===== config.mk =====
export PLATFORM = sky130hd
export DESIGN_NAME = rvv_pmtrdt_rs
export DESIGN_NICKNAME = d
export VERILOG_FILES = /design/src/hw/rvv_pmtrdt_pkg.sv /design/src/hw/rvv_pmtrdt_rs.sv
export VERILOG_INCLUDE_DIRS = /design/src /design/src/hw
export SDC_FILE = /design/constraint.sdc
export NUM_CORES = 1
export LEC_CHECK = 0
export ABC_CLOCK_PERIOD_IN_PS = 5300
export BUFFER_PORTS_ARGS = -buffer_cell sky130_fd_sc_hd__buf_4
export CAP_MARGIN = 20
export CORE_MARGIN = 2
export CORE_UTILIZATION = 30
export DETAILED_ROUTE_END_ITERATION = 8
export GPL_TIMING_DRIVEN = 0
export PLACE_DENSITY = 0.45
export SLEW_MARGIN = 20
export SYNTH_ARGS = -nofsm -noshare
export SYNTH_HDL_FRONTEND = slang
export SYNTH_SLANG_ARGS = --single-unit

===== constraint.sdc =====
create_clock -name clk -period 5.3 [get_ports clk]
set_input_delay 1.325 -clock clk [delete_from_list [all_inputs] [get_ports clk]]
set_output_delay 1.325 -clock clk [all_outputs]
set_load 0.02 [all_outputs]

===== src/hw/rvv_pmtrdt_defines.svh =====
// widths and counts for the permutation/reduction path
// VLMAX must equal VLEN/SEW, and the station depth must be a power of two

`ifndef RVV_PMTRDT_DEFINES_SVH
`define RVV_PMTRDT_DEFINES_SVH

// execution units behind the station, unit 0 is the only compress unit
`define NUM_PMTRDT 2
// vector register width in bits, LMUL fixed at 1
`define VLEN 32
// element width
`define SEW 8
// elements per register
`define VLMAX 4
`define ROB_IDX_W 4
`define PMTRDT_RS_DEPTH 4

`endif


===== src/hw/rvv_pmtrdt_pkg.sv =====
// operation encoding shared by station, units and top
// one uop per operation, no masking through v0

`default_nettype none

package rvv_pmtrdt_pkg;

  // 3-bit opcode carried with each uop
  typedef enum logic [2:0] {
    // element-wise compares, mask in the low bits
    OP_VMSEQ     = 3'd0,
    OP_VMSLT     = 3'd1,
    // reductions seeded with vs1 element 0
    OP_VREDSUM   = 3'd2,
    OP_VREDMAX   = 3'd3,
    // pack vs2 under the vs1 mask, unit 0 only
    OP_VCOMPRESS = 3'd4
  } pmtrdt_op_e;

endpackage

`default_nettype wire


===== src/hw/rvv_pmtrdt_rs.sv =====
// reservation-station FIFO that exposes the two oldest entries to units 0 and 1
// entry 1 is held back when it is a compress
// pops must come in order

`default_nettype none

`include "rvv_pmtrdt_defines.svh"

module rvv_pmtrdt_rs (
  input  logic                                          clk,
  input  logic                                          rst_n,
  input  logic                                          uop_valid,
  input  rvv_pmtrdt_pkg::pmtrdt_op_e                    uop_op,
  input  logic [`VLEN-1:0]                              uop_vs1,
  input  logic [`VLEN-1:0]                              uop_vs2,
  input  logic [`ROB_IDX_W-1:0]                         uop_rob_idx,
  output logic                                          uop_ready,
  output rvv_pmtrdt_pkg::pmtrdt_op_e [`NUM_PMTRDT-1:0]  rs_op,
  output logic [`NUM_PMTRDT-1:0][`VLEN-1:0]             rs_vs1,
  output logic [`NUM_PMTRDT-1:0][`VLEN-1:0]             rs_vs2,
  output logic [`NUM_PMTRDT-1:0][`ROB_IDX_W-1:0]        rs_rob_idx,
  output logic                                          fifo_empty,
  output logic [`NUM_PMTRDT-1:1]                        fifo_almost_empty,
  input  logic [`NUM_PMTRDT-1:0]                        rs_pop
);
  import rvv_pmtrdt_pkg::*;

  localparam int PTR_W = $clog2(`PMTRDT_RS_DEPTH);

  // entry storage
  pmtrdt_op_e              op_q     [`PMTRDT_RS_DEPTH];
  logic [`VLEN-1:0]        vs1_q    [`PMTRDT_RS_DEPTH];
  logic [`VLEN-1:0]        vs2_q    [`PMTRDT_RS_DEPTH];
  logic [`ROB_IDX_W-1:0]   rob_q    [`PMTRDT_RS_DEPTH];

  logic [PTR_W-1:0]        wr_ptr;
  logic [PTR_W-1:0]        rd_ptr;
  // one extra bit so full and empty differ
  logic [PTR_W:0]          count;
  logic                    push;
  logic [PTR_W:0]          pop_num;

  assign uop_ready  = (count != (PTR_W + 1)'(`PMTRDT_RS_DEPTH));
  assign push       = uop_valid & uop_ready;
  assign fifo_empty = (count == '0);

  // number of entries retired this cycle
  always_comb begin
    pop_num = '0;
    for (int i = 0; i < `NUM_PMTRDT; i++) begin
      pop_num = pop_num + {{PTR_W{1'b0}}, rs_pop[i]};
    end
  end

  // payload write on push
  always_ff @(posedge clk) begin
    if (push) begin
      op_q[wr_ptr]  <= uop_op;
      vs1_q[wr_ptr] <= uop_vs1;
      vs2_q[wr_ptr] <= uop_vs2;
      rob_q[wr_ptr] <= uop_rob_idx;
    end
  end

  always_ff @(posedge clk or negedge rst_n) begin
    if (!rst_n) begin
      wr_ptr <= '0;
      rd_ptr <= '0;
      count  <= '0;
    end else begin
      // pointers wrap on their own at a power-of-two depth
      if (push) begin
        wr_ptr <= wr_ptr + 1'b1;
      end
      rd_ptr <= rd_ptr + pop_num[PTR_W-1:0];
      count  <= count + {{PTR_W{1'b0}}, push} - pop_num;
    end
  end

  // one entry per unit starting at the head
  for (genvar i = 0; i < `NUM_PMTRDT; i++) begin : gen_read
    logic [PTR_W-1:0] rd_idx;

    assign rd_idx        = rd_ptr + PTR_W'(i);
    assign rs_op[i]      = op_q[rd_idx];
    assign rs_vs1[i]     = vs1_q[rd_idx];
    assign rs_vs2[i]     = vs2_q[rd_idx];
    assign rs_rob_idx[i] = rob_q[rd_idx];

    if (i > 0) begin : gen_almost
      // too few entries or a compress that must wait for unit 0
      assign fifo_almost_empty[i] = (int'(count) <= i) | (rs_op[i] == OP_VCOMPRESS);
    end
  end

endmodule

`default_nettype wire


=== After elaboration in Yosys (flattened, before gate mapping) ===
Memory sizes are Yosys's and may differ from the RTL's.
Cells that the tools add are included.

* Add/subtract/negate cells: 6
* $mul: 0
* Divide/modulo/power cells: 0
* Order comparisons: 1
* Equality and inequality tests: 2
* Shift operators: 0
* Multiplexer cells: 2
* Bitwise gates (word level): 2
* Reductions and logical operators: 1

{| class="wikitable"
|+ Operators by type and width
! kind !! count
|-
| $add A2 B1 Y2 const B || 2
|-
| $add A3 B1 Y3 || 1
|-
| $eq A3 B3 Y1 const B || 1
|-
| $le A3 B1 Y1 const B || 1
|-
| $logic_not A3 Y1 || 1
|-
| $ne A3 B3 Y1 const B || 1
|-
| $sub A3 B2 Y3 || 1
|-
| $add A1 B1 Y2 || 1
|-
| $add A2 B2 Y2 || 1
|-
| $mux W1 || 2
|-
| $and A1 B1 Y1 || 1
|-
| $or A1 B1 Y1 || 1
|}

* Flip-flop bits (word level): 7
* Bits in latches: 0
* Bits in writable memories: 284
* ROM bits: 0
* Input port bits: 76
* Output and inout port bits: 145
* Logic and storage cells: 21
* Memories: 4

{| class="wikitable"
|+ Memories
! memory !! words !! width !! read ports !! clocked after memory_dff !! write ports !! RTL line !! text
|-
| vs1_q || 4 || 32 || 2 || 0 || 1 || rvv_pmtrdt_rs.sv:32 || <nowiki>logic [`VLEN-1:0] vs1_q [`PMTRDT_RS_DEPTH];</nowiki>
|-
| vs2_q || 4 || 32 || 2 || 0 || 1 || rvv_pmtrdt_rs.sv:33 || <nowiki>logic [`VLEN-1:0] vs2_q [`PMTRDT_RS_DEPTH];</nowiki>
|-
| rob_q || 4 || 4 || 2 || 0 || 1 || rvv_pmtrdt_rs.sv:34 || <nowiki>logic [`ROB_IDX_W-1:0] rob_q [`PMTRDT_RS_DEPTH];</nowiki>
|-
| op_q || 4 || 3 || 2 || 0 || 1 || rvv_pmtrdt_rs.sv:31 || <nowiki>pmtrdt_op_e op_q [`PMTRDT_RS_DEPTH];</nowiki>
|}

=== Longest topological paths before layout ===
Gate-level depths: netlist of the first run.

* Word-level depth: 4
* Mapped depth: 9
* Depth with buffers taken out: 9

=== Worst setup path after synthesis of the first run ===
No wires, ideal clock.

* Path kind: input port to flip-flop
* From: input rs_pop[0]
* To: register count[2]
* Setup time: 123 ps
* Arrival time: 2815 ps
* Data required time: 5177 ps
* Slack: 2362 ps
* Cell stages on the path: 7
* Path buffers: 0
* Cells stage by stage: ha_1 > ha_1 > inv_1 > ha_1 > fa_1 > xor2_1 > xnor2_1

* Word-level cells in the longest chain between the ends: 2

{| class="wikitable"
|+ RTL lines
! element !! RTL line !! text
|-
| start, declared || rvv_pmtrdt_rs.sv:24 || <nowiki>input logic [`NUM_PMTRDT-1:0] rs_pop</nowiki>
|-
| $add A1 B1 Y2 || rvv_pmtrdt_rs.sv:51 || <nowiki>pop_num = pop_num + {{PTR_W{1'b0}}, rs_pop[i]};</nowiki>
|-
| $sub A3 B2 Y3 || rvv_pmtrdt_rs.sv:76 || <nowiki>count <= count + {{PTR_W{1'b0}}, push} - pop_num;</nowiki>
|-
| end signal, assigned || rvv_pmtrdt_rs.sv:76 ||
|-
| end, declared || rvv_pmtrdt_rs.sv:39 || <nowiki>logic [PTR_W:0] count;</nowiki>
|}

No other way between the ends.
A chain may end at the register's enable or synchronous reset.

==> results.md, run 1 <==
* Residual DRC at 0
* GRT Total Usage at 0.1440
* Mean Syn Cell Area at 24.86 um2
* # diodes at 0
* Final Skew at 0.007867 ns
* Yosys warnings at 0
* Area of the mapped netlist at 12410 um2
* # IOs at 221
* Final setup fails at 0
* Clock period minus final worst setup slack at 3.700 ns
* Max layer used: met5
* Arrival time at the worst endpoint at 2.37 ns
* Hold Buf Count CTS at 0
* Post-DP Area at 14850 um2
* DRT Pass-1 Iters at 6
* Area Overhead vs Synth at 28.55%
* Metal-1 WL at 12420 um
* Routed len/inst at 23.44 um
* Initial core utilization at 0.3038
* Layout fillers at 3709
* Most common cell after layout, fill and taps aside: edfxtp_1
* Die Wd at 207.4 um
* Status: finished clean
* WL met2 at 15450 um
* F_max at 0.2703 GHz
* CTS sink cnt at 291
* Most frequent cells in the layout: 284 x edfxtp_1, 222 x buf_4, 141 x mux4_2
* Met3 WL at 2517 um
* Final Hold Fails at 0
* Seq/Total Area, Yosys at 0.7016
* Final instance area at 15950 um2
* Setup TNS at 0 ns
* Pwr Total at 10.51 mW
* Worst Hold Class: flop to flop
* Max Cap Viol at 0
* Vias per cell at 4.878
* Clock Pin Slew Worst Setup and Hold Paths at 0.05 ns
* Final GP Congestion at 0.7151
* Path type of the worst setup path: flop to output pin
* Row cnt at 74
* Pins Over Slew Limit at 0
* EDFF count, synth at 284
* Tcrit/Tclk final at 0.6981
* Util after Layout at 0.3906
* First-pass GRT wire length at 46430 um
* Worst slew pin tran at 0.6517 ns
* Max VDD drop at 0.0003320 V
* Post-Syn Nets at 585
* Critical Path Fanout Max at 10
* Post-CTS sizing at 0
* Ys flop type: edfxtp_1
* Die area at 42990 um2
* Net count, final at 846
* Die height at 207.4 um
* Vias in the first global route at 7295
* Worst hold slack at 0.5031 ns
* CP required at 3.97 ns
* P_leak at 5.539 nW
* CP Capture Type: output pin
* ANT nets after route at 0
* Skew-Pair Late Insertion Delay at 0.52 ns
* RSZ-0062 raised after global routing: no
* Detailed placement HPWL at 20390 um
* H-Tree Depth at 2
* Synth Instances at 499
* Area of the core at 40830 um2
* CTS Buffer Depth at 3
* PortBufs at 220
* Cell variety after synth at 22
* Relative slew slack at 0.5656
* CTS buffer count at 35
* Pin count of the biggest net entering global routing at 39
* Pwr dens at 659.0 nW/um2
* Ys async rst share at 0.02405
* Grt total ovfl at 0
* Flops & latches, synth at 291
* Setup Buffers After CTS at 0
* Initial antenna violation count at 1
* Share of cells above drive strength 1 at 0.5773
* Nature of the critical path startpoint: flop
* Iter 0 DRT Violations at 361
* Root Buffer: clkbuf_16
* Total wire length at 30820 um
* Total vias in the final route at 6414
* TritonCTS clock tree: yes
==> cell families after synthesis <==
family                     share of synthesized area
AOI/OAI and AO/OA                           0.001109
adders and majority gates                    0.01069
DFF                                           0.7016
muxes                                         0.2589
xor gates and xnor gates                    0.003530
and+or+nand+nor                             0.005042
buffers and inverters                        0.01916
==> report_power, final <==
part	total (mW)	internal, mW	switching (mW)
registers	3.23	3.06	0.174
logic	4.99	2.29	2.70
clock network	2.29	1.41	0.879
==> routing by layer <==
layer  vias to the layer above  global-route usage
met5                         -                   0
li1                       2751                   -
met3                        35             0.05673
met1                      3426              0.1754
met2                       200              0.2418
met4                         2             0.03227
==> synth_stat cells (all sizes together), types with 2 or more instances <==
| cell | count | area (um2) |
|---|---|---|
| and3 | 4 | 30.03 |
| buf | 32 | 215.2 |
| dfrtp | 7 | 175.2 |
| edfxtp | 284 | 8528 |
| ha | 9 | 112.6 |
| inv | 6 | 22.52 |
| mux2 | 2 | 26.27 |
| mux4 | 141 | 3176 |
| xnor2 | 4 | 35.03 |
==> registers in the layout, indices dropped and copies added (netlist names) <==
signal / cells
vs2_q: 128
vs1_q: 128
count: 3
wr_ptr: 2
rd_ptr: 2
op_q: 12
rob_q: 16
==> final timing paths <==
kind / startpoint / endpoint / slack, ns / cells after the start
max: rd_ptr[0]$_DFF_PN0_ / rs_vs2[19] / 1.60 / 5
min: rd_ptr[0]$_DFF_PN0_ / rd_ptr[0]$_DFF_PN0_ / 0.50 / 1
max in group asynchronous: rst_n / wr_ptr[0]$_DFFE_PN0P_ / 4.57 / 1
min in group asynchronous: rst_n / count[1]$_DFF_PN0_ / 0.61 / 1
min reg2reg: rd_ptr[0]$_DFF_PN0_ / rd_ptr[0]$_DFF_PN0_ / 0.50 / 1
max reg2reg: count[1]$_DFF_PN0_ / count[2]$_DFF_PN0_ / 2.99 / 9
==> through the flow <==
step	std cells	setup slack [ns]
2_1_floorplan	499	2.362
3_3_place_gp	1251	1.599
3_5_place_dp	1255	2.058
4_1_cts	1315	1.479
5_1_grt	1315	1.413
6_report	1315	1.600
==> final cells by class <==
type | instances | area [um2] | area share
plain buffers | 32 | 215.2 | 0.01349
clock buffers | 43 | 948.4 | 0.05947
clock inverters | 17 | 151.4 | 0.009493
inverters | 6 | 22.52 | 0.001412
multi-input cells | 170 | 3480 | 0.2182
flip-flops and latches | 291 | 8703 | 0.5457
well taps | 532 | 665.6 | 0.04174
repair buffers | 224 | 1762 | 0.1105
==> worst max-delay path: stages, from the launching register on <==
cell     delay, ns
dfrtp_1       0.34
buf_2         0.29
buf_6         0.25
buf_6         0.22
mux4_2        0.54
buf_4         0.18
No activity file was read; power rests on OpenSTA's default activity.
==> run 2, diff against run 1 <==
--- a/config.mk
+++ b/config.mk
@@ -6,14 +6,15 @@
 export SDC_FILE = /design/constraint.sdc
 export NUM_CORES = 1
 export LEC_CHECK = 0
-export ABC_CLOCK_PERIOD_IN_PS = 5300
+export ABC_AREA = 1
+export ABC_CLOCK_PERIOD_IN_PS = 3100
 export BUFFER_PORTS_ARGS = -buffer_cell sky130_fd_sc_hd__buf_4
 export CAP_MARGIN = 20
 export CORE_MARGIN = 2
 export CORE_UTILIZATION = 30
 export DETAILED_ROUTE_END_ITERATION = 8
 export GPL_TIMING_DRIVEN = 0
-export PLACE_DENSITY = 0.45
+export PLACE_DENSITY = 0.47
 export SLEW_MARGIN = 20
 export SYNTH_ARGS = -nofsm -noshare
 export SYNTH_HDL_FRONTEND = slang
==> constraint.sdc (replaced) <==
create_clock -name clk -period 3.1 [get_ports clk]
set_input_delay 0.775 -clock clk [delete_from_list [all_inputs] [get_ports clk]]
set_output_delay 0.775 -clock clk [all_outputs]
set_load 0.02 [all_outputs]
==> results.md, run 2 <==
* Total vias in the final route at 10339 (was 6414)
* Share of cells above drive strength 1 at 0.2577 (was 0.5773)
* Largest family of logic cells by synthesized area: compound AO/OA/AOI/OAI gates (was multiplexers)
* Pre-CTS WS at 0.4174 ns (was 2.058 ns)
* EDFF count, synth at 284 (unchanged)
* CTS sink cnt at 291 (unchanged)
* Synth Area in Compound Gates at 0.1671 (was 0.001109)
* Synth area leaders: edfxtp_1 65%, o21ai_0 6.3%, nor2_1 6.2%, a21oi_1 5.4%, o22ai_1 3.3% (was edfxtp_1 69%, mux4_2 26%, dfrtp_1 1.4%, ha_1 0.91%, buf_2 0.89%)
* R2R Path End: count[2]$_DFF_PN0_ (unchanged)
* Post-synthesis mux area share at 0 (was 0.2589)
* Seq/Total Area, Yosys at 0.6648 (was 0.7016)
* Yosys warnings at 0 (unchanged)
* Most frequent cells in the layout: 284 x edfxtp_1, 249 x buf_4, 210 x nor2_1 (was 284 x edfxtp_1, 222 x buf_4, 141 x mux4_2)
* Grt total ovfl at 0 (unchanged)
* Post-synth top cells: 284 x edfxtp_1, 215 x nor2_1, 166 x o21ai_0 (was 284 x edfxtp_1, 141 x mux4_2, 22 x buf_2)
* Net count, final at 1565 (was 846)
* Fin worst setup slack at 0.07893 ns (was 1.600 ns)
* Flops & latches, synth at 291 (unchanged)
* Die area at 45330 um2 (was 42990 um2)
* Clock period minus final worst setup slack at 3.021 ns
* Final GP Congestion at 0.7739 (was 0.7151)
* Biggest regs: vs1_q x128, vs2_q x128, rob_q x16 (unchanged)
* Worst R2R Start: count[1]$_DFF_PN0_ (unchanged)
* Post-Synth XOR/XNOR Area at 0.003345 (was 0.003530)
* Arrival time at the worst endpoint at 2.25 ns (was 2.37 ns)
* CP Capture Type: output pin (unchanged)
* Cell variety after synth at 24 (was 22)
* Ys async rst share at 0.02405 (unchanged)
* Iter 0 DRT Violations at 877 (was 361)
* Setup TNS at 0 ns (unchanged)
* Area of the mapped netlist at 13090 um2 (was 12410 um2)
* Detailed placement HPWL at 28390 um (was 20390 um)
* Skew-Pair Late Insertion Delay at 0.53 ns (was 0.52 ns)
* Initial antenna violation count at 0 (was 1)
* Synth top area share at 0.6514 (was 0.6874)
* Total wire length at 43720 um (was 30820 um)
* Root Buffer: clkbuf_16 (unchanged)
* Final setup fails at 0 (unchanged)
* P_leak at 6.536 nW (was 5.539 nW)
* First-pass GRT wire length at 62910 um (was 46430 um)
* Die Wd at 212.9 um (was 207.4 um)
* CTS buffer count at 34 (was 35)
* Max Cap Viol at 0 (unchanged)
* Relative slew slack at 0.4903 (was 0.5656)
* # diodes at 0 (unchanged)
* Final Skew at 0.01404 ns (was 0.007867 ns)
* H-Tree Depth at 2 (unchanged)
* Pwr dens at 1221 nW/um2 (was 659.0 nW/um2)
* Area Overhead vs Synth at 31.06% (was 28.55%)
* Die height at 212.9 um (was 207.4 um)
* R2R Setup Slk at 0.75 ns (was 2.99 ns)
* Pin count of the biggest net entering global routing at 21 (was 39)
* # IOs at 221 (unchanged)
* Pins Over Slew Limit at 0 (unchanged)
* Path type of the worst setup path: flop to output pin (unchanged)
* Residual DRC at 0 (unchanged)
* Most common cell after layout, fill and taps aside: edfxtp_1 (unchanged)
* Adder-cell share of the synthesized area at 0.01013 (was 0.01069)
* ANT nets after route at 0 (unchanged)
* Simple-gate area share of the yosys netlist at 0.09270 (was 0.005043)
* Row cnt at 76 (was 74)
* Status: finished clean (unchanged)
* RSZ-0062 raised after global routing: yes (was no)
* Mean Syn Cell Area at 10.83 um2 (was 24.86 um2)
* Routed len/inst at 20.95 um (was 23.44 um)
* Vias per cell at 4.954 (was 4.878)
* Worst slew pin tran at 0.7628 ns (was 0.6517 ns)
* TritonCTS clock tree: yes (unchanged)
* Max VDD drop at 0.0006384 V (was 0.0003320 V)
* Area of the core at 43080 um2 (was 40830 um2)
* DRT Pass-1 Iters at 5 (was 6)
* PortBufs at 220 (unchanged)
* Clock Pin Slew Worst Setup and Hold Paths at 0.06 ns (was 0.05 ns)
* Initial core utilization at 0.3039 (was 0.3038)
* Synth Instances at 1209 (was 499)
* Worst Hold Class: input port to asynchronous set/reset pin (was flop to flop)
* CTS Buffer Depth at 3 (unchanged)
* Most numerous cell in the Yosys netlist: edfxtp_1 (unchanged)
* CP required at 2.32 ns (was 3.97 ns)
* F_max at 0.3310 GHz
* Ys flop type: edfxtp_1 (unchanged)
* Post-Syn Nets at 1295 (was 585)
* Vias in the first global route at 10124 (was 7295)
* Tcrit/Tclk final at 0.9745
* Final Hold Fails at 0 (unchanged)
* Cells on worst reg2reg path at 9 (unchanged)
* GRT Total Usage at 0.1895 (was 0.1440)
* Critical Path Fanout Max at 10 (unchanged)
* Nature of the critical path startpoint: flop (unchanged)
* Layout fillers at 4121 (was 3709)
* Synth area leader: edfxtp_1 (unchanged)
## run 2: cell types whose count changed in the layout (fill, tap and decap cells not counted), moves of 13 or more
cell,previous run,this run
o21ai_1,0,46
buf_4,222,249
nor2_1,1,210
a21oi_1,0,140
nand2_1,1,98
o22ai_1,0,56
mux4_2,141,0
o21ai_0,1,160
inv_1,6,79
o22ai_2,0,13
## run 2: how the worst max path moves through the flow
stage	cells after the start	from	slack (ns)	endpoint
floorplan	2	uop_valid	-0.18	op_q[0][0]$_DFFE_PP_
global placement	3	uop_valid	-2.34	vs1_q[0][26]$_DFFE_PP_
detailed placement	5	uop_valid	0.42	vs1_q[2][29]$_DFFE_PP_
CTS	7	rd_ptr[0]$_DFF_PN0_	-0.07	rs_vs1[3]
global route	8	rd_ptr[0]$_DFF_PN0_	-0.01	rs_vs2[56]
finish	8	rd_ptr[0]$_DFF_PN0_	0.08	rs_vs2[56]
## run 2: critical path, stage by stage, from the launching register on
cell and delay, ns:
dfrtp_1 0.41, buf_6 0.17, buf_6 0.16, nand2_4 0.16, buf_6 0.20, buf_6 0.18
nor2_1 0.05, o21ai_1 0.19, buf_4 0.18
## run 2: per-layer routing
metal	vias up	part of all wire	global-route usage
met3	48	0.063	0.03236
met2	382	0.47	0.3045
met5	-	0	0
li1	4838	-	-
met1	5071	0.45	0.2614
met4	0	0.020	0.05956
## run 2: final cells by class
| type | instances | area [um2] | area share |
|---|---|---|---|
| Clock inverter | 10 | 70.07 | 0.004083 |
| Multi-Input combinational cell | 752 | 3711 | 0.2163 |
| Inverter | 82 | 320.3 | 0.01867 |
| Clock buffer | 49 | 1001 | 0.05833 |
| Timing Repair Buffer | 235 | 2019 | 0.1177 |
| Tap cell | 585 | 732.0 | 0.04266 |
| Sequential cell | 291 | 8703 | 0.5072 |
| Buffer | 83 | 601.8 | 0.03507 |
## run 2: cell families (layout without fill, tap and decap cells)
| group | count (synthesis) | count (layout) |
|---|---|---|
| compound gates | 420 | 420 |
| xor+xnor | 5 | 5 |
| fa+ha+maj | 10 | 10 |
| buf+inv | 166 | 459 |
| flops | 291 | 291 |
| simple gates | 317 | 317 |
## run 2: repair_timing
action | in CTS | in global routing
pin swaps | 0 | 2
hold buffers | 0 | 0
cloned | 0 | 0
resized for setup | 34 | 50
buffers inserted | 0 | 0
setup endpoints to repair | 103 | 60
endpoints found under the hold margin | 0 | 0
## run 2: report_power, final
| part | internal (mW) | switching, mW | total (mW) |
|---|---|---|---|
| Combinational | 4.11 | 7.49 | 11.6 |
| Clock | 2.32 | 1.53 | 3.85 |
| Sequential | 5.20 | 0.301 | 5.50 |
## run 2: stage by stage
stage	instance area, um2	utilization	power [mW]	cells	hold WS (ns)
6_report	17160	0.3983	20.95	2087	0.04730
3_3_place_gp	15490	0.3595	16.69	2014	0.4712
3_5_place_dp	15870	0.3685	16.95	2029	0.4830
2_1_floorplan	13100	-	11.67	1209	0.4552
5_1_grt	17160	0.3983	22.12	2087	0.03107
4_1_cts	17030	0.3953	20.99	2087	0.01771
