`config.mk`:
```
export PLATFORM = sky130hd
export DESIGN_NAME = rvv_pmtrdt
export DESIGN_NICKNAME = d
export VERILOG_FILES = /design/src/hw/rvv_pmtrdt_pkg.sv /design/src/hw/rvv_pmtrdt_unit.sv /design/src/hw/rvv_pmtrdt.sv
export VERILOG_INCLUDE_DIRS = /design/src /design/src/hw
export SDC_FILE = /design/constraint.sdc
export NUM_CORES = 1
export LEC_CHECK = 0
export ABC_AREA = 1
export BUFFER_PORTS_ARGS = -buffer_cell sky130_fd_sc_hd__clkbuf_2
export CAP_MARGIN = 20
export CORE_UTILIZATION = 35
export DETAILED_ROUTE_END_ITERATION = 8
export PLACE_DENSITY = 0.62
export SLEW_MARGIN = 20
export SYNTH_ARGS = -nofsm -noshare
export SYNTH_HDL_FRONTEND = slang
export SYNTH_SLANG_ARGS = --single-unit
```
`constraint.sdc`:
```
create_clock -name clk -period 19.25 [get_ports clk]
set_input_delay 3.85 -clock clk [delete_from_list [all_inputs] [get_ports clk]]
set_output_delay 3.85 -clock clk [all_outputs]
set_load 0.005 [all_outputs]
```
`src/hw/rvv_pmtrdt_defines.svh`:
```
// widths and counts for the permutation/reduction path
// VLMAX must equal VLEN/SEW, and the station depth must be a power of two

`ifndef RVV_PMTRDT_DEFINES_SVH
`define RVV_PMTRDT_DEFINES_SVH

// execution units behind the station, unit 0 is the only compress unit
`define NUM_PMTRDT 2
// vector register width in bits, LMUL fixed at 1
`define VLEN 32
// element width
`define SEW 8
// elements per register
`define VLMAX 4
`define ROB_IDX_W 4
`define PMTRDT_RS_DEPTH 4

`endif

```
`src/hw/rvv_pmtrdt_pkg.sv`:
```
// operation encoding shared by station, units and top
// one uop per operation, no masking through v0

`default_nettype none

package rvv_pmtrdt_pkg;

  // 3-bit opcode carried with each uop
  typedef enum logic [2:0] {
    // element-wise compares, mask in the low bits
    OP_VMSEQ     = 3'd0,
    OP_VMSLT     = 3'd1,
    // reductions seeded with vs1 element 0
    OP_VREDSUM   = 3'd2,
    OP_VREDMAX   = 3'd3,
    // pack vs2 under the vs1 mask, unit 0 only
    OP_VCOMPRESS = 3'd4
  } pmtrdt_op_e;

endpackage

`default_nettype wire

```
`src/hw/rvv_pmtrdt_unit.sv`:
```
// two-stage compare/reduction unit, result two edges after accept
// compress gives zero unless COMPRESS is 1

`default_nettype none

`include "rvv_pmtrdt_defines.svh"

module rvv_pmtrdt_unit #(
  parameter bit COMPRESS = 1'b0
) (
  input  logic                        clk,
  input  logic                        rst_n,
  input  logic                        uop_valid,
  input  rvv_pmtrdt_pkg::pmtrdt_op_e  uop_op,
  input  logic [`VLEN-1:0]            uop_vs1,
  input  logic [`VLEN-1:0]            uop_vs2,
  input  logic [`ROB_IDX_W-1:0]       uop_rob_idx,
  output logic                        uop_ready,
  output logic                        res_valid,
  output logic [`VLEN-1:0]            res_data,
  output logic [`ROB_IDX_W-1:0]       res_rob_idx,
  input  logic                        res_ready
);
  import rvv_pmtrdt_pkg::*;

  // stage 1, operands
  logic                    s1_valid;
  pmtrdt_op_e              s1_op;
  logic [`VLEN-1:0]        s1_vs1;
  logic [`VLEN-1:0]        s1_vs2;
  logic [`ROB_IDX_W-1:0]   s1_rob_idx;

  logic                    accept;
  logic                    s1_adv;
  logic [`VLMAX-1:0]       eq_mask;
  logic [`VLMAX-1:0]       lt_mask;
  logic [`SEW-1:0]         red_sum;
  logic signed [`SEW-1:0]  red_max;
  logic [`VLEN-1:0]        compress_data;
  logic [`VLEN-1:0]        s1_result;

  // stage 1 moves on when stage 2 is free or being drained
  assign s1_adv    = s1_valid & (~res_valid | res_ready);
  assign uop_ready = ~s1_valid | s1_adv;
  assign accept    = uop_valid & uop_ready;

  always_ff @(posedge clk or negedge rst_n) begin
    if (!rst_n) begin
      s1_valid  <= 1'b0;
      res_valid <= 1'b0;
    end else begin
      if (accept) begin
        s1_valid <= 1'b1;
      end else if (s1_adv) begin
        s1_valid <= 1'b0;
      end
      if (s1_adv) begin
        res_valid <= 1'b1;
      end else if (res_ready) begin
        res_valid <= 1'b0;
      end
    end
  end

  always_ff @(posedge clk) begin
    if (accept) begin
      s1_op      <= uop_op;
      s1_vs1     <= uop_vs1;
      s1_vs2     <= uop_vs2;
      s1_rob_idx <= uop_rob_idx;
    end
    // stage 2 holds while back-pressured
    if (s1_adv) begin
      res_data    <= s1_result;
      res_rob_idx <= s1_rob_idx;
    end
  end

  // compares and reduction trees
  always_comb begin
    red_sum = s1_vs1[`SEW-1:0];
    red_max = $signed(s1_vs1[`SEW-1:0]);
    for (int e = 0; e < `VLMAX; e++) begin
      eq_mask[e] = (s1_vs2[e*`SEW +: `SEW] == s1_vs1[e*`SEW +: `SEW]);
      // vs2 < vs1 as in vmslt.vv
      lt_mask[e] = ($signed(s1_vs2[e*`SEW +: `SEW]) < $signed(s1_vs1[e*`SEW +: `SEW]));
      // sum wraps at SEW
      red_sum = red_sum + s1_vs2[e*`SEW +: `SEW];
      if ($signed(s1_vs2[e*`SEW +: `SEW]) > red_max) begin
        red_max = $signed(s1_vs2[e*`SEW +: `SEW]);
      end
    end
  end

  if (COMPRESS) begin : gen_compress
    // packer, selected elements go low in ascending order
    always_comb begin
      logic [$clog2(`VLMAX):0] slot;
      slot          = '0;
      compress_data = '0;
      for (int e = 0; e < `VLMAX; e++) begin
        if (s1_vs1[e]) begin
          compress_data[slot*`SEW +: `SEW] = s1_vs2[e*`SEW +: `SEW];
          slot = slot + 1'b1;
        end
      end
    end
  end else begin : gen_no_compress
    // never routed a compress here
    assign compress_data = '0;
  end

  // result select, unused bits zero
  always_comb begin
    case (s1_op)
      OP_VMSEQ:     s1_result = {{(`VLEN-`VLMAX){1'b0}}, eq_mask};
      OP_VMSLT:     s1_result = {{(`VLEN-`VLMAX){1'b0}}, lt_mask};
      OP_VREDSUM:   s1_result = {{(`VLEN-`SEW){1'b0}}, red_sum};
      OP_VREDMAX:   s1_result = {{(`VLEN-`SEW){1'b0}}, red_max};
      OP_VCOMPRESS: s1_result = compress_data;
      default:      s1_result = '0;
    endcase
  end

endmodule

`default_nettype wire

```
`src/hw/rvv_pmtrdt.sv`:
```
// execution wrapper, turns station status into unit valids and pops
// unit 1 issues only together with unit 0, so issue stays in order

`default_nettype none

`include "rvv_pmtrdt_defines.svh"

module rvv_pmtrdt (
  input  logic                                          clk,
  input  logic                                          rst_n,
  input  rvv_pmtrdt_pkg::pmtrdt_op_e [`NUM_PMTRDT-1:0]  rs_op,
  input  logic [`NUM_PMTRDT-1:0][`VLEN-1:0]             rs_vs1,
  input  logic [`NUM_PMTRDT-1:0][`VLEN-1:0]             rs_vs2,
  input  logic [`NUM_PMTRDT-1:0][`ROB_IDX_W-1:0]        rs_rob_idx,
  input  logic                                          fifo_empty,
  input  logic [`NUM_PMTRDT-1:1]                        fifo_almost_empty,
  output logic [`NUM_PMTRDT-1:0]                        rs_pop,
  output logic [`NUM_PMTRDT-1:0]                        res_valid,
  output logic [`NUM_PMTRDT-1:0][`VLEN-1:0]             res_data,
  output logic [`NUM_PMTRDT-1:0][`ROB_IDX_W-1:0]        res_rob_idx,
  input  logic [`NUM_PMTRDT-1:0]                        res_ready
);

  logic [`NUM_PMTRDT-1:0] unit_valid;
  logic [`NUM_PMTRDT-1:0] unit_ready;

  for (genvar i = 0; i < `NUM_PMTRDT; i++) begin : gen_unit
    if (i == 0) begin : gen_head
      // head entry goes to unit 0
      assign unit_valid[i] = ~fifo_empty;
    end else begin : gen_next
      // gate with the lower pop so no unit takes a uop the station keeps
      assign unit_valid[i] = ~fifo_almost_empty[i] & rs_pop[i-1];
    end

    // pop in the accept cycle
    assign rs_pop[i] = unit_valid[i] & unit_ready[i];

    // compress packer only in unit 0
    rvv_pmtrdt_unit #(
      .COMPRESS    ((i == 0) ? 1'b1 : 1'b0)
    ) u_pmtrdt_unit (
      .clk         (clk),
      .rst_n       (rst_n),
      .uop_valid   (unit_valid[i]),
      .uop_op      (rs_op[i]),
      .uop_vs1     (rs_vs1[i]),
      .uop_vs2     (rs_vs2[i]),
      .uop_rob_idx (rs_rob_idx[i]),
      .uop_ready   (unit_ready[i]),
      .res_valid   (res_valid[i]),
      .res_data    (res_data[i]),
      .res_rob_idx (res_rob_idx[i]),
      .res_ready   (res_ready[i])
    );
  end

endmodule

`default_nettype wire

```
Word level (Yosys, flattened, before mapping)
Index checks and enable logic that the tools add are counted.

Order comparisons: 16. Shift operators: 6. Reductions and logical operators: 6. Muxes and demuxes: 28. Add/sub/neg operators: 13. Bitwise gates (word level): 15. Equal/unequal tests: 15.

Operator list (count): $pmux W32 S5 (1); $shift A8 B34 Y32 const A (3); $shiftx A8 B34 Y32 (3); $bwmux W32 (3); $mux W32 (3); $mux W8 (9); $neg A6 Y34 (2); $add A8 B8 Y8 (8); $eq A8 B8 Y1 (8); $gt A8 B8 Y1 (8); $lt A8 B8 Y1 (8); $neg A4 Y34 (1); $pmux W8 S4 (1); $eq A3 B2 Y1 const B (4); $mux W1 (9); $reduce_bool A2 Y1 (4); $eq A3 B1 Y1 const B (2); $logic_not A3 Y1 (2); $mux W3 (2); $not A1 Y1 (6); $and A1 B1 Y1 (5); $or A1 B1 Y1 (4); $add A3 B1 Y3 const B (1); $eq A3 B3 Y1 const B (1); $add A1 B1 Y2 const B (1).

Output and inout port bits: 76. Bits in registers: 218. Word-level logic and storage cells: 115.

Longest topological paths before layout
Gate-level depths: netlist (run 1).

Depth after elaboration: 10. Gate-level depth with buffers: 51. Mapped depth without buffers: 49.

By module
From an unflattened synthesis (run 1), not the netlist that was laid out.

Cells, all modules: 1260. Area total of the unflattened synthesis: 12752.2 sq um.

Modules (own cells, without submodules): rvv_pmtrdt_unit (gen_unit[0].u_pmtrdt_unit) (cells an instance 718, sequential area each 3263.1 sq um, area an instance 7126.8 sq um, instances 1); rvv_pmtrdt_unit (gen_unit[1].u_pmtrdt_unit) (cells an instance 534, sequential area each 2542.4 sq um, area an instance 5586.6 sq um, instances 1); rvv_pmtrdt (cells an instance 8, sequential area each 0.0 sq um, area an instance 38.8 sq um, instances 1).

Worst setup path before layout (run 1)
No wires, ideal clock.

Kind: in2out. Start point: input port res_ready[0]. End point: output port rs_pop[1]. Path slack: 5.928 ns. Data required time: 15.400 ns. Stages: 5. Data arrival time: 9.472 ns. Path through: inv_1 nand3_1 nand2_1 nor3_1 buf_4.

Cells in the longest elaborated chain, start to end: 6.

Ends and longest elaborated chain: from (decl) (line rvv_pmtrdt.sv:21) `` input logic [`NUM_PMTRDT-1:0] res_ready ``; $or A1 B1 Y1 (line rvv_pmtrdt_unit.sv:43) `assign s1_adv = s1_valid & (~res_valid | res_ready);`; $and A1 B1 Y1 (line rvv_pmtrdt_unit.sv:43); $or A1 B1 Y1 (line rvv_pmtrdt_unit.sv:44) `assign uop_ready = ~s1_valid | s1_adv;`; $and A1 B1 Y1 (line rvv_pmtrdt.sv:37) `assign rs_pop[i] = unit_valid[i] & unit_ready[i];`; $and A1 B1 Y1 (line rvv_pmtrdt.sv:33) `assign unit_valid[i] = ~fifo_almost_empty[i] & rs_pop[i-1];`; $and A1 B1 Y1; to (decl) (line rvv_pmtrdt.sv:17) `` output logic [`NUM_PMTRDT-1:0] rs_pop, ``.

No other way between the ends.

Worst setup path in the final report (run 1)
Start point: input port res_ready[0]. End point: output port rs_pop[1].

Cells in the longest elaborated chain, start to end: 6.

Ends and longest elaborated chain (line): $or A1 B1 Y1 (rvv_pmtrdt_unit.sv:43); $and A1 B1 Y1 (rvv_pmtrdt_unit.sv:43); $or A1 B1 Y1 (rvv_pmtrdt_unit.sv:44); $and A1 B1 Y1 (rvv_pmtrdt.sv:37); $and A1 B1 Y1 (rvv_pmtrdt.sv:33); $and A1 B1 Y1 (rvv_pmtrdt.sv:37).

No other way between the ends.

==> results of run 1 <==
[logic make-up (layout without fill, tap and decap cells)]
family / after synthesis / after routing
AO/OA/AOI/OAI: 223 / 223
buffers and inverters: 214 / 411
adder cells (fa/ha/maj): 174 / 174
XOR/XNOR: 17 / 17
AND/OR/NAND/NOR: 368 / 368
other: 1 / 24
flip-flops: 194 / 194
[flip-flops by register name (all words and copies together) (netlist names)]
| register | count |
|---|---|
| gen_unit.u_pmtrdt_unit.res_rob_idx | 8 |
| gen_unit.u_pmtrdt_unit.s1_valid | 2 |
| gen_unit.u_pmtrdt_unit.s1_vs1 | 64 |
| gen_unit.u_pmtrdt_unit.res_valid | 2 |
| gen_unit.u_pmtrdt_unit.res_data | 40 |
| gen_unit.u_pmtrdt_unit.s1_rob_idx | 8 |
| gen_unit.u_pmtrdt_unit.s1_vs2 | 64 |
| gen_unit.u_pmtrdt_unit.s1_op | 6 |
[power by group through the flow]
stage / sequential, mW / combinational (mW) / clock, mW
2_1_floorplan: 0.525 / 0.307 / 0
3_3_place_gp: 0.535 / 0.404 / 0
3_5_place_dp: 0.535 / 0.415 / 0
4_1_cts: 0.525 / 0.418 / 0.358
5_1_grt: 0.528 / 0.479 / 0.373
6_report: 0.526 / 0.420 / 0.346
[stage by stage]
step                cells  power, mW  cell area, um2  util (%)  hold slack [ps]
detailed placement   1835      0.950           13800      39.9              406
floorplan            1214      0.832           12500         -              400
global route         1866       1.38           14400      41.6              416
global placement     1834      0.938           13800      39.9              402
CTS                  1866       1.30           14400      41.6              411
finish               1866       1.29           14400      41.6              415
[layout make-up]
class / instances / area (um2) / share of cell area (%)
Clock inverter: 12 / 125 / 0.869
Sequential cell: 194 / 5810 / 40.3
Timing Repair Buffer: 206 / 1050 / 7.28
Tap cell: 455 / 569 / 3.95
Inverter: 174 / 654 / 4.54
Multi-Input combinational cell: 806 / 5760 / 40.0
Clock buffer: 19 / 433 / 3.01
[layer usage]
layer / routed length (um) / track usage, %
met3: 1880 / 3.03
met1: 14600 / 24.7
met2: 16000 / 31.3
met5: 0 / 0
met4: 889 / 7.54
[worst max-delay path, stage by stage]
cell	delay (ps)
sky130_fd_sc_hd__clkbuf_2	80
sky130_fd_sc_hd__inv_1	70
sky130_fd_sc_hd__nand3_1	100
sky130_fd_sc_hd__nand2_1	120
sky130_fd_sc_hd__nor3_2	120
sky130_fd_sc_hd__buf_4	700
sky130_fd_sc_hd__clkbuf_2	240
[cells in the mapped netlist (all sizes together), types with 8 or more instances]
library cell    n  area, um2
nand4          32        200
edfxtp        190       5710
o211ai         11       82.6
inv           168        631
nand2         198        776
fa             41        821
a21oi          73        365
nor3           22        110
o21ai          83        415
nand3          43        308
clkbuf          9       33.8
o21bai         10       75.1
a221oi          8       70.1
ha            133       1660
buf            31        231
nor2           57        219
xnor2          10       87.6
[path summary, 6_finish.rpt]
path / startpoint / to / slack [ps] / cells past startpoint
hold / removal: gen_unit[0].u_pmtrdt_unit.s1_rob_idx[1]$_DFFE_PP_ / gen_unit[0].u_pmtrdt_unit.res_rob_idx[1]$_DFFE_PP_ / 420 / 0
min in group asynchronous: rst_n / gen_unit[0].u_pmtrdt_unit.res_valid$_DFFE_PN0P_ / 3200 / 1
setup / recovery: res_ready[0] / rs_pop[1] / 10010 / 7
setup reg to reg: gen_unit[0].u_pmtrdt_unit.s1_vs1[1]$_DFFE_PP_ / gen_unit[0].u_pmtrdt_unit.res_data[7]$_DFFE_PP_ / 11700 / 43
max in group asynchronous: rst_n / gen_unit[0].u_pmtrdt_unit.s1_valid$_DFFE_PN0P_ / 15920 / 1
hold reg to reg: gen_unit[0].u_pmtrdt_unit.s1_rob_idx[1]$_DFFE_PP_ / gen_unit[0].u_pmtrdt_unit.res_rob_idx[1]$_DFFE_PP_ / 420 / 0
==> out/summary.json, run 1 <==
{
  "cts_buffer_depth": {"value": 2},
  "setup_slack": {"value": 10010, "unit": "ps"},
  "cts_htree_levels": {"value": 4},
  "drtPass1Iterations": {"value": 5},
  "dp_hpwl": {"value": 26300, "unit": "um"},
  "globalplace.congestion": {"value": 0.944},
  "first_global_vias": {"value": 9146},
  "cp_max_fo": {"value": 72},
  "routedWlPerCell": {"value": 17.9, "unit": "um"},
  "insertedDiodeCount": {"value": 0},
  "power.static_leakage": {"value": 6.50, "unit": "nW"},
  "cts-buffers-inserted": {"value": 17},
  "synth_mux_area_share": {"value": 0, "unit": "%"},
  "area_growth": {"value": 16.3, "unit": "%"},
  "floorplan.core_area": {"value": 34600, "unit": "um2"},
  "antenna_violations_before_repair": {"value": 0},
  "hold_fix_buffers_cts": {"value": 0},
  "synth_compound_area_share": {"value": 10.5, "unit": "%"},
  "floorplan.io_pins": {"value": 224},
  "netlist-cell-type-count": {"value": 49},
  "layout.cells.most_common_list": {"value": "199 x sky130_fd_sc_hd__clkbuf_2, 190 x sky130_fd_sc_hd__edfxtp_1, 187 x sky130_fd_sc_hd__nand2_1"},
  "hold_path_class": {"value": "flip-flop to flip-flop"},
  "layout_cell_share_with_drive_strength_beyond_1": {"value": 19.4, "unit": "%"},
  "maxClockFrequency": {"value": 108, "unit": "MHz"},
  "initial_util": {"value": 35.7, "unit": "%"},
  "cts.root.buffer_cell": {"value": "sky130_fd_sc_hd__clkbuf_16"},
  "power.share.sequential": {"value": 40.7, "unit": "%"},
  "grt.total_usage": {"value": 18.9, "unit": "%"},
  "net-switching-power": {"value": 0.450, "unit": "mW"},
  "finalSetupTns": {"value": 0, "unit": "ps"},
  "synth_top_family_by_area": {"value": "adder cells"},
  "critical_path.endpoint_type": {"value": "output port"},
  "timing.max_slew.rel_slack": {"value": 28.5, "unit": "%"},
  "clk_pin_slew_worst_paths": {"value": 80, "unit": "ps"},
  "post_cts_resize_count": {"value": 0},
  "count_of_state_elements_after_synthesis": {"value": 194},
  "detail-route-antenna-nets": {"value": 0},
  "p_comb_share": {"value": 32.5, "unit": "%"},
  "clk-insertion-delay-late": {"value": 450, "unit": "ps"},
  "post_synth_xor_area_fraction": {"value": 1.20, "unit": "%"},
  "first_pass_grt_wire_length": {"value": 50700, "unit": "um"},
  "clock_power_share": {"value": 26.8, "unit": "%"},
  "tritoncts_clock_tree": {"value": "built"},
  "share_of_flip_flops_with_an_asynchronous_set_or_reset_after_synthesis": {"value": 2.06, "unit": "%"},
  "placement.io_buffers": {"value": 199},
  "grt_overflow": {"value": 0},
  "finalWirelength": {"value": 33400, "unit": "um"},
  "critPathKind": {"value": "input pin to output port"},
  "timing.clock.skew": {"value": 13.7, "unit": "ps"},
  "total_of_warnings_raised_by_yosys": {"value": 0},
  "synth_edf_count": {"value": 190},
  "final.min_clock_period": {"value": 9240, "unit": "ps"},
  "cp_data_arrival_time": {"value": 5390, "unit": "ps"},
  "fp.dieArea": {"value": 36100, "unit": "um2"},
  "layout_commonest_cell": {"value": "sky130_fd_sc_hd__clkbuf_2"},
  "syn-instance-count": {"value": 1191},
  "vias_per_cell": {"value": 5.04},
  "mapped_avg_cell_area": {"value": 10.4, "unit": "um2"},
  "hold_viol": {"value": 0},
  "synthAdderAreaFrac": {"value": 20.1, "unit": "%"},
  "ir_worst_vdd": {"value": 0.0646, "unit": "mV"},
  "dieHeight": {"value": 190, "unit": "um"},
  "switching_fraction": {"value": 34.9, "unit": "%"},
  "drc_errors": {"value": 0},
  "chipWidth": {"value": 190, "unit": "um"},
  "result_of_the_run": {"value": "completed"},
  "nets": {"value": 1721},
  "maxCapViolations": {"value": 0},
  "cellInternalPower": {"value": 0.841, "unit": "mW"},
  "rsz0062_at_grt": {"value": "false"},
  "fill_cells": {"value": 3368},
  "place_ws": {"value": 10020, "unit": "ps"},
  "setup.worst_path.start_class": {"value": "input pin"},
  "routed-via-count": {"value": 9401},
  "drv_slew": {"value": 0},
  "largest_net_degree_at_the_start_of_global_routing": {"value": 73},
  "powerDensity": {"value": 89.7, "unit": "nW/um2"},
  "rows": {"value": 68},
  "post_cts.repair.setup_buffers": {"value": 0},
  "crit_required": {"value": 15400, "unit": "ps"},
  "synth-seq-area-share": {"value": 46.9, "unit": "%"},
  "drt_iter0_drc": {"value": 668},
  "clock_sink_count": {"value": 194},
  "post_synth_and_or_nand_nor_area_fraction": {"value": 13.8, "unit": "%"},
  "setup_viol_count_final": {"value": 0},
  "timing_worst_slew_pin_value": {"value": 1060, "unit": "ps"},
  "timing.final.crit_share": {"value": 48.0, "unit": "%"},
  "synth_flop_cell": {"value": "sky130_fd_sc_hd__edfxtp_1"},
  "syn-cell-area": {"value": 12400, "unit": "um2"}
}
No activity file was read; power rests on OpenSTA's default activity.
==> inputs of run 2 (changes only) <==
==> constraint.sdc (replaced) <==
create_clock -name clk -period 9.65 [get_ports clk]
set_input_delay 1.93 -clock clk [delete_from_list [all_inputs] [get_ports clk]]
set_output_delay 1.93 -clock clk [all_outputs]
set_load 0.005 [all_outputs]
==> out/summary.json, run 2 (synthesized netlist as in run 1, its figures left out) <==
{
  "cp_max_fo": {"value": 16},
  "setup.worst_path.start_class": {"value": "flip-flop"},
  "largestRegisters": {"value": "gen_unit.u_pmtrdt_unit.s1_vs1: 64 flops, gen_unit.u_pmtrdt_unit.s1_vs2: 64 flops, gen_unit.u_pmtrdt_unit.res_data: 40 flops"},
  "area_growth": {"value": 16.8, "unit": "%"},
  "clock_sink_count": {"value": 194},
  "result_of_the_run": {"value": "completed"},
  "power.static_leakage": {"value": 6.52, "unit": "nW"},
  "critical_path.endpoint_type": {"value": "flip-flop"},
  "ff2ff_path_depth": {"value": 43},
  "slowest_delay": {"value": 580, "unit": "ps"},
  "drt_iter0_drc": {"value": 729},
  "crit_required": {"value": 9880, "unit": "ps"},
  "drtPass1Iterations": {"value": 5},
  "worst-r2r-setup-slack": {"value": 2030, "unit": "ps"},
  "dieHeight": {"value": 190, "unit": "um"},
  "critPathKind": {"value": "flip-flop to flip-flop"},
  "post_route_cell_area": {"value": 14500, "unit": "um2"},
  "setup_viol_count_final": {"value": 0},
  "finalWirelength": {"value": 34600, "unit": "um"},
  "first_pass_grt_wire_length": {"value": 52300, "unit": "um"},
  "critical_path.most_common_cell": {"value": "sky130_fd_sc_hd__nand2_1"},
  "layout.cells.most_common_list": {"value": "199 x sky130_fd_sc_hd__clkbuf_2, 190 x sky130_fd_sc_hd__edfxtp_1, 187 x sky130_fd_sc_hd__nand2_1"},
  "detail-route-antenna-nets": {"value": 0},
  "nets": {"value": 1723},
  "placement.io_buffers": {"value": 199},
  "post_cts_resize_count": {"value": 0},
  "timing_worst_slew_pin_value": {"value": 1050, "unit": "ps"},
  "grt.total_usage": {"value": 19.7, "unit": "%"},
  "clock_power_share": {"value": 28.2, "unit": "%"},
  "post_cts.repair.setup_buffers": {"value": 0},
  "grt_overflow": {"value": 0},
  "switching_fraction": {"value": 35.4, "unit": "%"},
  "fp.dieArea": {"value": 36100, "unit": "um2"},
  "p_comb_share": {"value": 32.1, "unit": "%"},
  "vias_per_cell": {"value": 5.01},
  "cp_data_arrival_time": {"value": 7850, "unit": "ps"},
  "cts-buffers-inserted": {"value": 17},
  "clk-insertion-delay-late": {"value": 460, "unit": "ps"},
  "critPathBufInv": {"value": 4},
  "dp_hpwl": {"value": 27400, "unit": "um"},
  "slowest_stage": {"value": "sky130_fd_sc_hd__o21ai_0"},
  "maxClockFrequency": {"value": 131, "unit": "MHz"},
  "timing.rr.end": {"value": "gen_unit[0].u_pmtrdt_unit.res_data[1]$_DFFE_PP_"},
  "holdCritStartpoint": {"value": "gen_unit[1].u_pmtrdt_unit.s1_rob_idx[0]$_DFFE_PP_"},
  "path_delay_family": {"value": "simple AND/OR/NAND/NOR gates"},
  "rsz0062_at_grt": {"value": "false"},
  "layout_commonest_cell": {"value": "sky130_fd_sc_hd__clkbuf_2"},
  "timing.max_slew.rel_slack": {"value": 29.6, "unit": "%"},
  "ir_worst_vdd": {"value": 0.119, "unit": "mV"},
  "floorplan.core_area": {"value": 34600, "unit": "um2"},
  "powerDensity": {"value": 183, "unit": "nW/um2"},
  "power": {"value": 2.65, "unit": "mW"},
  "cts_buffer_depth": {"value": 2},
  "power.share.sequential": {"value": 39.7, "unit": "%"},
  "finalSetupTns": {"value": 0, "unit": "ps"},
  "cellInternalPower": {"value": 1.71, "unit": "mW"},
  "hold_path_class": {"value": "flip-flop to flip-flop"},
  "net-switching-power": {"value": 0.938, "unit": "mW"},
  "routedWlPerCell": {"value": 18.5, "unit": "um"},
  "drv_slew": {"value": 0},
  "timing.final.crit_share": {"value": 79.0, "unit": "%"},
  "antenna_violations_before_repair": {"value": 1},
  "chipWidth": {"value": 190, "unit": "um"},
  "globalplace.congestion": {"value": 0.936},
  "layout_cell_share_with_drive_strength_beyond_1": {"value": 19.7, "unit": "%"},
  "rows": {"value": 68},
  "cts.root.buffer_cell": {"value": "sky130_fd_sc_hd__clkbuf_16"},
  "tritoncts_clock_tree": {"value": "built"},
  "placement.cell_area": {"value": 13800, "unit": "um2"},
  "first_global_vias": {"value": 9256},
  "largest_net_degree_at_the_start_of_global_routing": {"value": 71},
  "cts_htree_levels": {"value": 4},
  "hold_viol": {"value": 0},
  "hold_fix_buffers_cts": {"value": 0},
  "timing.clock.skew": {"value": 16.9, "unit": "ps"},
  "whs_endpoint": {"value": "gen_unit[1].u_pmtrdt_unit.res_rob_idx[0]$_DFFE_PP_"},
  "initial_util": {"value": 35.7, "unit": "%"},
  "final.min_clock_period": {"value": 7620, "unit": "ps"},
  "floorplan.io_pins": {"value": 224},
  "maxCapViolations": {"value": 0},
  "clk_pin_slew_worst_paths": {"value": 90, "unit": "ps"},
  "routed-via-count": {"value": 9373},
  "regToRegStartpoint": {"value": "gen_unit[0].u_pmtrdt_unit.s1_vs1[1]$_DFFE_PP_"},
  "drc_errors": {"value": 0},
  "hold_path_depth": {"value": 0}
}
## run 2: worst max-delay path by stage
stage,start,endpoint,slack (ps),cells after the start
after floorplan,res_ready[0],rs_pop[1],170,5
after global placement,gen_unit[0].u_pmtrdt_unit.s1_vs1[1]$_DFFE_PP_,gen_unit[0].u_pmtrdt_unit.res_data[1]$_DFFE_PP_,1910,43
after detailed placement,gen_unit[0].u_pmtrdt_unit.s1_vs1[1]$_DFFE_PP_,gen_unit[0].u_pmtrdt_unit.res_data[1]$_DFFE_PP_,1750,43
after CTS,gen_unit[0].u_pmtrdt_unit.s1_vs1[1]$_DFFE_PP_,gen_unit[0].u_pmtrdt_unit.res_data[1]$_DFFE_PP_,1740,43
after global routing,gen_unit[0].u_pmtrdt_unit.s1_vs1[1]$_DFFE_PP_,gen_unit[0].u_pmtrdt_unit.res_data[2]$_DFFE_PP_,1300,44
final,gen_unit[0].u_pmtrdt_unit.s1_vs1[1]$_DFFE_PP_,gen_unit[0].u_pmtrdt_unit.res_data[1]$_DFFE_PP_,2030,43
## run 2: per-layer routing
layer  GRT usage [%]  up-vias  routed length (um)
met5               0        -                   0
met4            7.44        0                 937
met3            3.56       50                1910
met2            32.7      338               16600
met1            25.3     4431               15200
li1                -     4554                   -
## run 2: power by group through the flow
stage | Sequential (mW) | Clock [mW] | Combinational [mW]
6_report | 1.05 | 0.747 | 0.850
5_1_grt | 1.06 | 0.795 | 0.966
4_1_cts | 1.05 | 0.767 | 0.846
3_5_place_dp | 1.07 | 0 | 0.840
3_3_place_gp | 1.07 | 0 | 0.819
2_1_floorplan | 1.05 | 0 | 0.612
## run 2: layout make-up
type | instances | area [um2]
fillers | 3389 | 20200
repair buffers | 208 | 1060
well taps | 455 | 569
inverters | 174 | 654
clock buffers | 17 | 425
diodes | 1 | 2.50
clock inverters | 14 | 169
flip-flops and latches | 194 | 5810
multi-input cells | 806 | 5760
## run 2: stage by stage
stage	util [%]	instances	hold slack, ps	setup WS (ps)
global route	41.7	1869	426	1300
detailed placement	40.0	1836	407	1750
finish	41.7	1869	421	2030
global placement	40.0	1836	403	1910
CTS	41.7	1867	424	1740
floorplan	-	1214	400	168
==> inputs of run 3 (changes only) <==
--- a/config.mk
+++ b/config.mk
@@ -11,7 +11,7 @@
 export CAP_MARGIN = 20
 export CORE_UTILIZATION = 35
 export DETAILED_ROUTE_END_ITERATION = 8
-export PLACE_DENSITY = 0.62
+export PLACE_DENSITY = 0.64
 export SLEW_MARGIN = 20
 export SYNTH_ARGS = -nofsm -noshare
 export SYNTH_HDL_FRONTEND = slang
==> constraint.sdc (replaced) <==
create_clock -name clk -period 6.79 [get_ports clk]
set_input_delay 1.358 -clock clk [delete_from_list [all_inputs] [get_ports clk]]
set_output_delay 1.358 -clock clk [all_outputs]
set_load 0.005 [all_outputs]
==> out/summary.json, run 3 (synthesized netlist as in run 1, its figures left out) <==
{
  "critPathBufInv": {"value": 6},
  "maxCapViolations": {"value": 0},
  "fp.dieArea": {"value": 36100, "unit": "um2"},
  "initial_util": {"value": 35.7, "unit": "%"},
  "setup_slack": {"value": 488, "unit": "ps"},
  "path_delay_family": {"value": "simple AND/OR/NAND/NOR gates"},
  "drv_slew": {"value": 0},
  "layout_commonest_cell": {"value": "sky130_fd_sc_hd__clkbuf_2"},
  "nets": {"value": 1761},
  "timing_worst_slew_pin_value": {"value": 1000, "unit": "ps"},
  "clk_pin_slew_worst_paths": {"value": 70, "unit": "ps"},
  "rows": {"value": 68},
  "powerDensity": {"value": 260, "unit": "nW/um2"},
  "area_growth": {"value": 20.2, "unit": "%"},
  "detail-route-antenna-nets": {"value": 0},
  "power.share.sequential": {"value": 38.2, "unit": "%"},
  "first_global_vias": {"value": 9187},
  "globalplace.congestion": {"value": 0.925},
  "vias_per_cell": {"value": 5.01},
  "insertedDiodeCount": {"value": 0},
  "finalWirelength": {"value": 34000, "unit": "um"},
  "grt_util_met3": {"value": 3.97, "unit": "%"},
  "place_ws": {"value": 23.5, "unit": "ps"},
  "critical_path.most_common_cell": {"value": "sky130_fd_sc_hd__nand2_1"},
  "critPathKind": {"value": "flip-flop to flip-flop"},
  "timing.clock.skew": {"value": 11.5, "unit": "ps"},
  "cp_max_fo": {"value": 16},
  "routed-via-count": {"value": 9551},
  "timing.final.crit_share": {"value": 92.8, "unit": "%"},
  "drc_errors": {"value": 0},
  "cts_htree_levels": {"value": 4},
  "ir_worst_vdd": {"value": 0.201, "unit": "mV"},
  "slowest_delay": {"value": 420, "unit": "ps"},
  "net-switching-power": {"value": 1.33, "unit": "mW"},
  "switching_fraction": {"value": 34.4, "unit": "%"},
  "stdcell_count": {"value": 1907},
  "layout_cell_share_with_drive_strength_beyond_1": {"value": 22.9, "unit": "%"},
  "grt_overflow": {"value": 0},
  "global_route.peak_usage_layer": {"value": "met2"},
  "drt_iter0_drc": {"value": 620},
  "setup_viol_count_final": {"value": 0},
  "met1_usage": {"value": 23.6, "unit": "%"},
  "floorplan.core_area": {"value": 34600, "unit": "um2"},
  "crit_required": {"value": 6980, "unit": "ps"},
  "power.static_leakage": {"value": 6.74, "unit": "nW"},
  "clock_power_share": {"value": 27.6, "unit": "%"},
  "timing.max_slew.rel_slack": {"value": 32.5, "unit": "%"},
  "dp_hpwl": {"value": 26900, "unit": "um"},
  "cellInternalPower": {"value": 2.54, "unit": "mW"},
  "antenna_violations_before_repair": {"value": 0},
  "dieHeight": {"value": 190, "unit": "um"},
  "grt.total_usage": {"value": 19.0, "unit": "%"},
  "cts.root.buffer_cell": {"value": "sky130_fd_sc_hd__clkbuf_16"},
  "layout.cells.most_common_list": {"value": "199 x sky130_fd_sc_hd__clkbuf_2, 190 x sky130_fd_sc_hd__edfxtp_1, 183 x sky130_fd_sc_hd__nand2_1"},
  "maxClockFrequency": {"value": 159, "unit": "MHz"},
  "setup.worst_path.start_class": {"value": "flip-flop"},
  "chipWidth": {"value": 190, "unit": "um"},
  "clk-insertion-delay-late": {"value": 460, "unit": "ps"},
  "place.detailed.instances": {"value": 1860},
  "post-route-util": {"value": 43.0, "unit": "%"},
  "cts_buffer_depth": {"value": 2},
  "tritoncts_clock_tree": {"value": "built"},
  "routedWlPerCell": {"value": 17.9, "unit": "um"},
  "hold_fix_buffers_cts": {"value": 0},
  "result_of_the_run": {"value": "completed"},
  "floorplan.io_pins": {"value": 224},
  "cts-buffers-inserted": {"value": 17},
  "finalSetupTns": {"value": 0, "unit": "ps"},
  "drtPass1Iterations": {"value": 7},
  "fill_cells": {"value": 3302},
  "cp_data_arrival_time": {"value": 6490, "unit": "ps"},
  "final.min_clock_period": {"value": 6300, "unit": "ps"},
  "met2_usage": {"value": 31.5, "unit": "%"},
  "hold_viol": {"value": 0},
  "power": {"value": 3.87, "unit": "mW"},
  "largestRegisters": {"value": "gen_unit.u_pmtrdt_unit.s1_vs1: 64 flops, gen_unit.u_pmtrdt_unit.s1_vs2: 64 flops, gen_unit.u_pmtrdt_unit.res_data: 40 flops"},
  "clock_sink_count": {"value": 194},
  "first_pass_grt_wire_length": {"value": 50800, "unit": "um"},
  "p_comb_share": {"value": 34.1, "unit": "%"},
  "placement.io_buffers": {"value": 199},
  "critical_path.endpoint_type": {"value": "flip-flop"},
  "largest_net_degree_at_the_start_of_global_routing": {"value": 70},
  "hold_path_class": {"value": "flip-flop to flip-flop"},
  "slowest_stage": {"value": "sky130_fd_sc_hd__edfxtp_1"}
}
-- run 3: metrics by stage --
stage                     hold slack [ps]  cell area [um2]
after floorplan                       400            12500
after global placement                402            14000
after detailed placement              405            14000
after CTS                             419            14700
after global routing                  433            14900
final                                 420            14900
-- run 3: area by class of cell --
class                      count  area [um2]  area share, %
clock buffer                  18         429           2.88
clock inverter                14         178           1.19
inverter                     174         654           4.40
multi-input combinational    808        5890           39.6
sequential                   194        5810           39.0
tap                          455         569           3.83
timing repair buffer         244        1350           9.07
-- run 3: timing repair --
action | CTS | global route
gates resized for setup | 1 | 30
setup endpoints to repair | 3 | 16
cloned | 0 | 2
pin swaps | 0 | 3
setup buffers | 0 | 13
-- run 3: routing by layer --
| layer | wire, um | part of all wire (%) |
|---|---|---|
| met5 | 0 | 0 |
| met2 | 16400 | 48 |
| met1 | 14400 | 42 |
| met4 | 1070 | 3.1 |
| met3 | 2190 | 6.4 |
-- run 3: final timing paths --
kind                                                                         from                                            endpoint  slack [ps]  cells after the start
worst max-delay path                gen_unit[0].u_pmtrdt_unit.s1_vs1[3]$_DFFE_PP_     gen_unit[0].u_pmtrdt_unit.res_data[1]$_DFFE_PP_         490                     45
worst min-delay path            gen_unit[0].u_pmtrdt_unit.s1_rob_idx[1]$_DFFE_PP_  gen_unit[0].u_pmtrdt_unit.res_rob_idx[1]$_DFFE_PP_         420                      0
worst max register to register      gen_unit[0].u_pmtrdt_unit.s1_vs1[3]$_DFFE_PP_     gen_unit[0].u_pmtrdt_unit.res_data[1]$_DFFE_PP_         490                     45
worst min register to register  gen_unit[0].u_pmtrdt_unit.s1_rob_idx[1]$_DFFE_PP_  gen_unit[0].u_pmtrdt_unit.res_rob_idx[1]$_DFFE_PP_         420                      0
max in group asynchronous                                                   rst_n      gen_unit[1].u_pmtrdt_unit.s1_valid$_DFFE_PN0P_        5960                      1
min in group asynchronous                                                   rst_n     gen_unit[0].u_pmtrdt_unit.res_valid$_DFFE_PN0P_         700                      1
-- run 3: power by group through the flow --
stage,clock (mW),sequential [mW],combinational (mW)
2_1_floorplan,0,1.49,0.871
3_3_place_gp,0,1.51,1.23
3_5_place_dp,0,1.51,1.27
4_1_cts,1.10,1.48,1.27
5_1_grt,1.14,1.49,1.49
6_report,1.07,1.48,1.32
-- run 3: worst register-to-register path, delay by kind of cell (launching register included) --
kind	cells	cell delay [ps]
compound gates	10	1450
fa+ha+maj	4	1170
buf+inv	6	600
flops	1	420
simple gates	25	2380
